`config.mk`:
```
export PLATFORM = sky130hd
export DESIGN_NAME = arith_core
export DESIGN_NICKNAME = d
export VERILOG_FILES = /design/src/arith_num_pkg.sv /design/src/arith_ctl_pkg.sv /design/src/arith_unit_if.sv /design/src/mul_radix8.sv /design/src/div_radix8.sv /design/src/arith_core.sv
export VERILOG_INCLUDE_DIRS = /design/src
export SDC_FILE = /design/constraint.sdc
export NUM_CORES = 2
export LEC_CHECK = 0
export ABC_CLOCK_PERIOD_IN_PS = 25500
export BUFFER_PORTS_ARGS = -buffer_cell sky130_fd_sc_hd__buf_2
export CAP_MARGIN = 20
export CELL_PAD_IN_SITES_DETAIL_PLACEMENT = 1
export CELL_PAD_IN_SITES_GLOBAL_PLACEMENT = 2
export CORE_MARGIN = 3
export CORE_UTILIZATION = 42
export DETAILED_ROUTE_END_ITERATION = 16
export GPL_ROUTABILITY_DRIVEN = 1
export GPL_TIMING_DRIVEN = 0
export HOLD_SLACK_MARGIN = 0.08
export PLACE_DENSITY_LB_ADDON = 0.25
export SLEW_MARGIN = 20
export SYNTH_ARGS = -nofsm -noshare
export SYNTH_HDL_FRONTEND = slang
export SYNTH_SLANG_ARGS = --single-unit
```
`constraint.sdc`:
```
create_clock -name clk -period 25.5 [get_ports clk]
set_clock_uncertainty 0.2 [all_clocks]
set_input_delay 1.275 -clock clk [delete_from_list [all_inputs] [get_ports clk]]
set_output_delay 1.275 -clock clk [all_outputs]
set_load 0.03 [all_outputs]
```
`src/arith_cfg.svh`:
```
// Word format of the machine is fixed here; the step count must equal the magnitude width over the digit width.
`ifndef ARITH_CFG_SVH
`define ARITH_CFG_SVH

// Magnitude bits of one word, the sign bit comes on top.
`define ARITH_MAG_W 30

// Bits retired per iteration (radix 8).
`define ARITH_DIGIT_W 3

// Iterations per multiply or divide.
`define ARITH_STEPS 10

`endif

```
`src/arith_num_pkg.sv`:
```
// Sign-magnitude number types only; a double word carries one sign bit over a 60-bit magnitude.
`default_nettype none

`include "arith_cfg.svh"

package arith_num_pkg;

	typedef logic [`ARITH_MAG_W-1:0] mag_t;           // Word magnitude.
	typedef logic [`ARITH_MAG_W:0] word_t;            // Sign in the top bit.
	typedef logic [2*`ARITH_MAG_W-1:0] dmag_t;        // Double-word magnitude.
	typedef logic [2*`ARITH_MAG_W:0] dword_t;         // Sign in the top bit.

	// Quotient or multiplier digit.
	typedef logic [`ARITH_DIGIT_W-1:0] digit_t;

	typedef logic [3:0] step_t;                       // Counts up to ARITH_STEPS-1.

endpackage

`default_nettype wire

```
`src/arith_ctl_pkg.sv`:
```
// Control encodings; command codes other than CMD_MUL and CMD_DIV are legal inputs but answered as illegal.
`default_nettype none

package arith_ctl_pkg;

	typedef enum logic [2:0] {
		CMD_MUL = 3'd3,
		CMD_DIV = 3'd4
	} cmd_t;

	typedef enum logic [1:0] {
		ST_OK       = 2'd0,
		ST_OVERFLOW = 2'd1,
		ST_ILLEGAL  = 2'd2
	} status_t;

	// Shared by both iterative units.
	typedef enum logic [1:0] {U_IDLE, U_LOAD, U_STEP, U_DONE} unit_state_t;

	typedef enum logic [1:0] {
		C_IDLE,
		C_BUSY,
		C_HOLD                                        // Result waits for res_ready.
	} core_state_t;

endpackage

`default_nettype wire

```
`src/arith_unit_if.sv`:
```
// Operands are valid only with start, results only with done; start is never repeated before done.
`default_nettype none

interface arith_unit_if import arith_num_pkg::*; ();

	logic start;                                      // One cycle.
	dword_t op_a;
	word_t op_b;
	logic done;                                       // One cycle.
	word_t res_hi;
	word_t res_lo;
	logic overflow;

	modport ctrl (
		output start,
		output op_a,
		output op_b,
		input done,
		input res_hi,
		input res_lo,
		input overflow
	);

	modport unit (
		input start,
		input op_a,
		input op_b,
		output done,
		output res_hi,
		output res_lo,
		output overflow
	);

endinterface

`default_nettype wire

```
`src/mul_radix8.sv`:
```
// Only the low word of op_a is the multiplier; done comes 12 cycles after start and overflow is always low.
`default_nettype none

`include "arith_cfg.svh"

module mul_radix8 import arith_num_pkg::*, arith_ctl_pkg::*; (
	input wire logic clk,
	input wire logic rst_n,
	arith_unit_if.unit bus
);

	unit_state_t state;
	step_t step;

	mag_t mcand;
	mag_t mplier;
	dmag_t prod;
	logic sign;
	digit_t digit;

	// Digits are consumed from the top of the multiplier.
	assign digit = mplier[`ARITH_MAG_W-1 -: `ARITH_DIGIT_W];

	always_ff @(posedge clk) begin
		if (!rst_n) begin
			state <= U_IDLE;
			step <= '0;
		end else begin
			case (state)
				U_IDLE: begin
					if (bus.start) begin
						state <= U_LOAD;
					end
				end
				U_LOAD: begin
					step <= '0;
					state <= U_STEP;
				end
				U_STEP: begin
					step <= step + 1'b1;
					if (step == step_t'(`ARITH_STEPS - 1)) begin
						state <= U_DONE;
					end
				end
				default: state <= U_IDLE;         // U_DONE lasts one cycle.
			endcase
		end
	end

	always_ff @(posedge clk) begin
		if (state == U_IDLE && bus.start) begin
			mcand <= bus.op_b[`ARITH_MAG_W-1:0];
			mplier <= bus.op_a[`ARITH_MAG_W-1:0];
			sign <= bus.op_a[2*`ARITH_MAG_W] ^ bus.op_b[`ARITH_MAG_W];
		end else if (state == U_LOAD) begin
			prod <= '0;
		end else if (state == U_STEP) begin
			prod <= (prod << `ARITH_DIGIT_W) + (dmag_t'(mcand) * dmag_t'(digit));
			mplier <= mplier << `ARITH_DIGIT_W;
		end
	end

	assign bus.done = (state == U_DONE);
	assign bus.overflow = 1'b0;
	assign bus.res_hi = {sign & (|prod), prod[2*`ARITH_MAG_W-1:`ARITH_MAG_W]};   // No negative zero.
	assign bus.res_lo = {1'b0, prod[`ARITH_MAG_W-1:0]};

endmodule

`default_nettype wire

```
`src/div_radix8.sv`:
```
// Restoring divide of a double word by a word; on overflow both results read zero and done still comes after 12 cycles.
`default_nettype none

`include "arith_cfg.svh"

module div_radix8 import arith_num_pkg::*, arith_ctl_pkg::*; (
	input wire logic clk,
	input wire logic rst_n,
	arith_unit_if.unit bus
);

	localparam int WIDE_W = 2 * `ARITH_MAG_W + `ARITH_DIGIT_W;

	unit_state_t state;
	step_t step;

	dmag_t rem;                                       // Partial remainder.
	dmag_t dsr;                                       // Divisor aligned to the current digit.
	mag_t quo;
	logic ovf;
	logic qsign;
	logic rsign;

	digit_t digit;
	dmag_t rem_next;

	// Largest multiple of the aligned divisor that still fits.
	always_comb begin
		logic [WIDE_W-1:0] trial;
		digit = '0;
		rem_next = rem;
		for (int k = 1; k < (1 << `ARITH_DIGIT_W); k++) begin
			trial = WIDE_W'(dsr) * WIDE_W'(k);
			if (trial <= WIDE_W'(rem)) begin
				digit = digit_t'(k);
				rem_next = dmag_t'(WIDE_W'(rem) - trial);
			end
		end
	end

	always_ff @(posedge clk) begin
		if (!rst_n) begin
			state <= U_IDLE;
			step <= '0;
		end else begin
			case (state)
				U_IDLE: begin
					if (bus.start) begin
						state <= U_LOAD;
					end
				end
				U_LOAD: begin
					step <= '0;
					state <= U_STEP;
				end
				U_STEP: begin
					step <= step + 1'b1;
					if (step == step_t'(`ARITH_STEPS - 1)) begin
						state <= U_DONE;
					end
				end
				default: state <= U_IDLE;
			endcase
		end
	end

	always_ff @(posedge clk) begin
		if (state == U_IDLE && bus.start) begin
			// High half must be below the divisor or the quotient needs more than 30 bits.
			ovf <= (bus.op_b[`ARITH_MAG_W-1:0] == '0) ||
				(bus.op_a[2*`ARITH_MAG_W-1:`ARITH_MAG_W] >= bus.op_b[`ARITH_MAG_W-1:0]);
			qsign <= bus.op_a[2*`ARITH_MAG_W] ^ bus.op_b[`ARITH_MAG_W];
			rsign <= bus.op_a[2*`ARITH_MAG_W];
			rem <= bus.op_a[2*`ARITH_MAG_W-1:0];
			dsr <= dmag_t'(bus.op_b[`ARITH_MAG_W-1:0]) << (`ARITH_MAG_W - `ARITH_DIGIT_W);
		end else if (state == U_LOAD) begin
			quo <= '0;
		end else if (state == U_STEP) begin
			rem <= rem_next;
			quo <= {quo[`ARITH_MAG_W-`ARITH_DIGIT_W-1:0], digit};
			dsr <= dsr >> `ARITH_DIGIT_W;
		end
	end

	assign bus.done = (state == U_DONE);
	assign bus.overflow = ovf;
	assign bus.res_hi = ovf ? '0 : {qsign & (|quo), quo};
	assign bus.res_lo = ovf ? '0 :
		{rsign & (|rem[`ARITH_MAG_W-1:0]), rem[`ARITH_MAG_W-1:0]};   // Remainder keeps dividend sign.

endmodule

`default_nettype wire

```
`src/arith_core.sv`:
```
// One command in flight; results hold until res_ready, MUL and DIV answer after 14 cycles, illegal codes after one.
`default_nettype none

module arith_core import arith_num_pkg::*, arith_ctl_pkg::*; (
	input wire logic clk,
	input wire logic rst_n,
	input wire logic cmd_valid,
	output logic cmd_ready,
	input wire cmd_t cmd,
	input wire dword_t op_a,
	input wire word_t op_b,
	output logic res_valid,
	input wire logic res_ready,
	output word_t res_hi,
	output word_t res_lo,
	output status_t res_status
);

	arith_unit_if mul_bus ();
	arith_unit_if div_bus ();

	core_state_t state;
	dword_t op_a_r;
	word_t op_b_r;

	logic accept;
	logic legal;
	logic unit_done;
	word_t done_hi;
	word_t done_lo;
	logic done_ovf;

	assign cmd_ready = (state == C_IDLE);
	assign res_valid = (state == C_HOLD);
	assign accept = cmd_valid && cmd_ready;
	assign legal = (cmd == CMD_MUL) || (cmd == CMD_DIV);

	// Both units see the same registered operands.
	assign mul_bus.op_a = op_a_r;
	assign mul_bus.op_b = op_b_r;
	assign div_bus.op_a = op_a_r;
	assign div_bus.op_b = op_b_r;

	assign unit_done = mul_bus.done || div_bus.done;
	assign done_hi = mul_bus.done ? mul_bus.res_hi : div_bus.res_hi;
	assign done_lo = mul_bus.done ? mul_bus.res_lo : div_bus.res_lo;
	assign done_ovf = mul_bus.done ? mul_bus.overflow : div_bus.overflow;

	always_ff @(posedge clk) begin
		if (!rst_n) begin
			state <= C_IDLE;
			mul_bus.start <= 1'b0;
			div_bus.start <= 1'b0;
		end else begin
			mul_bus.start <= 1'b0;
			div_bus.start <= 1'b0;
			case (state)
				C_IDLE: begin
					if (accept) begin
						mul_bus.start <= (cmd == CMD_MUL);
						div_bus.start <= (cmd == CMD_DIV);
						state <= legal ? C_BUSY : C_HOLD;
					end
				end
				C_BUSY: begin
					if (unit_done) begin
						state <= C_HOLD;
					end
				end
				C_HOLD: begin
					if (res_ready) begin
						state <= C_IDLE;
					end
				end
				default: state <= C_IDLE;
			endcase
		end
	end

	always_ff @(posedge clk) begin
		if (accept) begin
			op_a_r <= op_a;
			op_b_r <= op_b;
			if (!legal) begin
				res_hi <= '0;
				res_lo <= '0;
				res_status <= ST_ILLEGAL;
			end
		end else if (state == C_BUSY && unit_done) begin
			res_hi <= done_hi;
			res_lo <= done_lo;
			res_status <= done_ovf ? ST_OVERFLOW : ST_OK;
		end
	end

	mul_radix8 i_mul (
		.clk   (clk),
		.rst_n (rst_n),
		.bus   (mul_bus.unit)
	);

	div_radix8 i_div (
		.clk   (clk),
		.rst_n (rst_n),
		.bus   (div_bus.unit)
	);

endmodule

`default_nettype wire

```
==> summary.txt <==
Routing
  – Post-route ant nets: 0
  – Wirelength per Cell: 33.3 um
  – DRC Markers: 0
  – Vias per cell: 6.59
  – DRT Pass-1 Iters: 6
  – Vias: 66900
  – Total wire length: 338 mm
  – DR iter-0 viols: 7414

Power and ir drop
  – Power per standard cell area: 90.6 mW/mm^2
  – VDD IR-drop max: 0.0000656 V
  – Static Leak: 30.4 nW

Synthesis
  – Ys Warns: 0
  – Top-area cell type share of the netlist area: 18.8%
  – Mapped Cells: 7830
  – Async SR Flop Fraction: 0%
  – Top-count cell post-synth: ha_1
  – #FFs+latches synth: 443
  – Post-synth EDFFs: 400
  – Largest cells by area after synthesis: edfxtp_1 19%, ha_1 18%, a21oi_1 6.0%, xnor2_1 4.9%, a21o_1 4.6%
  – Syn nets: 8984
  – Post-Syn Area: 0.0638 mm^2
  – Top_reg_cell synth: edfxtp_1
  – Post-synth top cells: 933 x ha_1, 765 x a21oi_1, 671 x nand2_1
  – Distinct cells, synth: 99
  – Largest area contributor in the netlist: edfxtp_1
  – Syn Area/Cell: 8.15 um^2
  – Post-synthesis sequential area ratio: 20.2%

Clock tree
  – CTS root buffer: clkbuf_16
  – CTS resizes: 0
  – TritonCTS clock tree: built
  – Postcts setup bufs: 0
  – H-tree Lvls: 2
  – Number of CTS-inserted buffers: 56
  – Hold_buf cts: 0
  – Clock Tree Buf Depth: 3
  – Clk sink count: 443
  – Clock transition at path regs: 60 ps
  – Clk Latency, worst-skew pair: 700 ps

Setup path
  – Crit path largest cell delay: 950 ps
  – Worst setup SP type: flop
  – Crit. Startpoint: i_div.dsr[1]$_SDFFE_PP0P_
  – FF-to-FF path depth: 30
  – Worst reg2reg endpoint: i_div.rem[56]$_DFFE_PP_
  – Kind of critical path: flop to flop
  – Worst Setup End Kind: flop
  – Crit-path max FO: 24
  – R2R Setup Slk: 12890 ps
  – Slowest cell on crit path: a41oi_1
  – CP Data Required Time: 25730 ps
  – Crit path arrival time: 12840 ps
  – RR Startpoint: i_div.dsr[1]$_SDFFE_PP0P_

Timing
  – RSZ-0062 raised after global routing: false
  – Min Clock Period, post-route: 12610 ps
  – Rel. slew slack: 0.815%
  – Finish-stage setup viols: 0
  – Period Utilization, post-route: 49.5%
  – Worst Tran Pin Value: 1480 ps
  – Setup TNS: 0 ps
  – Setup WS post-layout: 12890 ps
  – Hold Violations, Final: 0
  – Max Fclk: 79.3 MHz
  – Fin. max-slew vios: 0

Cells and area
  – Layout cells sized above 1: 6.35%
  – Fin nets: 9227
  – Filler cells: 18300
  – Area growth, synth to finish: 9.06%
  – Seq. cell area: 0.0129 mm^2
  – Multi-input logic area: 0.0478 mm^2

Global route
  – Vias in the first global route: 65900
  – First-pass GRT wire length: 474 mm
  – Initial antenna violation count: 23
  – GRT overflow: 0
  – Largest net degree at the start of global routing: 57
  – Total GRT Usage: 41.5%

Floorplan
  – Die ar.: 0.157 mm^2
  – Die width: 396 um
  – Num ports: 165
  – Row count: 142
  – Initial core utilization: 42.4%
  – Core Area: 0.150 mm^2
  – Die Ht: 396 um

Placed design
  – Post-DP HPWL: 285 mm
  – Routability cong.: 1.03
  – Place WS: 13220 ps
  – # port buffers: 164

Run status
  – Status: finished with violations
  – Failing checks: max-capacitance violations

Min path
  – Hold path start: div_bus.op_a[60]$_DFFE_PP_
  – Hold path endpoint: i_div.rsign$_DFFE_PP_
  – WHS Path Cells: 0
  – Hold WC Path Type: flop to flop

Run
  – Max-cap viol count: 1
[worst max-delay path: cells and delay by family (launching register included)]
kind / cells / cell delay (ps)
adder cells (fa/ha/maj): 3 / 1230
flip-flops: 1 / 790
buffers and inverters: 4 / 1680
AO/OA/AOI/OAI: 13 / 5510
AND/OR/NAND/NOR: 10 / 2820
[cell families after synthesis]
group           Yosys count  synth area share (%)
xor+xnor                590                  8.10
flops                   443                  20.2
mux                      83                  1.37
buf+inv                 867                  5.20
compound gates         2619                  26.7
simple gates           2173                  16.3
fa+ha+maj              1055                  22.1
[cells in the final DEF, fill, tap and decap left out, types with 56 or more instances in the layout]
cell,synthesis,final
a31oi_1,81,81
o21a_1,87,87
o21bai_1,110,110
o21ai_0,488,487
buf_2,41,212
and3_1,72,72
inv_1,538,536
a21o_1,394,394
a21oi_1,765,764
nor3_1,128,126
nand3_1,149,149
nor2_1,529,523
ha_1,933,933
o211ai_1,68,68
nor2b_1,109,109
nor4_1,70,65
fa_1,122,122
a22o_1,66,66
nand2_1,671,671
nand4_1,160,160
xor2_1,234,234
nand2b_1,78,78
edfxtp_1,400,400
clkbuf_1,266,248
a211oi_1,102,101
clkbuf_16,0,56
xnor2_1,356,356
[registers in the layout, summed over array words and instances (netlist names), 2 cells and up]
signal / flops
i_div.rem: 60
i_mul.mplier: 30
div_bus.op_a: 61
res_lo: 31
res_status: 2
i_div.dsr: 57
i_mul.mcand: 30
i_mul.prod: 60
state: 2
div_bus.op_b: 31
i_div.state: 2
i_mul.step: 4
res_hi: 31
i_div.step: 4
i_div.quo: 30
i_mul.state: 2
[report_power, final]
group	switching, mW	leakage (nW)	internal [mW]	total, mW
Clock	0.377	0.882	0.437	0.814
Sequential	0.225	4.07	0.983	1.21
Combinational	2.90	25.4	1.38	4.28
[per-layer routing]
metal	vias to the layer above	GRT usage [%]	routed length (um)
li1	29200	-	-
met1	33500	56.0	141000
met5	-	0	40
met2	3487	61.2	140000
met3	771	9.19	35300
met4	8	23.1	22200
[layout make-up]
class	count	area share (%)
inverters	540	2.91
plain buffers	327	1.92
repair buffers	185	1.68
flip-flops and latches	443	18.5
clock inverters	38	0.495
multi-input cells	6520	68.7
diodes	24	0.0863
well taps	2016	3.63
clock buffers	68	2.11
[per-stage QoR]
step	utilization (%)	cell area, um^2	total power [mW]	std cells	hold slack, ps
finish	46.3	69600	6.31	10200	329
global route	46.2	69500	6.59	10100	336
CTS	46.2	69500	6.12	10100	330
detailed placement	45.0	67700	5.29	10000	302
global placement	44.7	67100	5.20	10000	281
floorplan	-	63800	3.74	7830	247
[how the worst max path moves through the flow]
stage	end	cells past startpoint
2_1_floorplan	i_div.rem[10]$_DFFE_PP_	32
3_3_place_gp	i_div.rem[58]$_DFFE_PP_	27
3_5_place_dp	i_div.rem[58]$_DFFE_PP_	33
4_1_cts	i_div.rem[53]$_DFFE_PP_	28
5_1_grt	i_div.rem[53]$_DFFE_PP_	28
6_report	i_div.rem[56]$_DFFE_PP_	30
No activity file was read; power rests on OpenSTA's default activity.
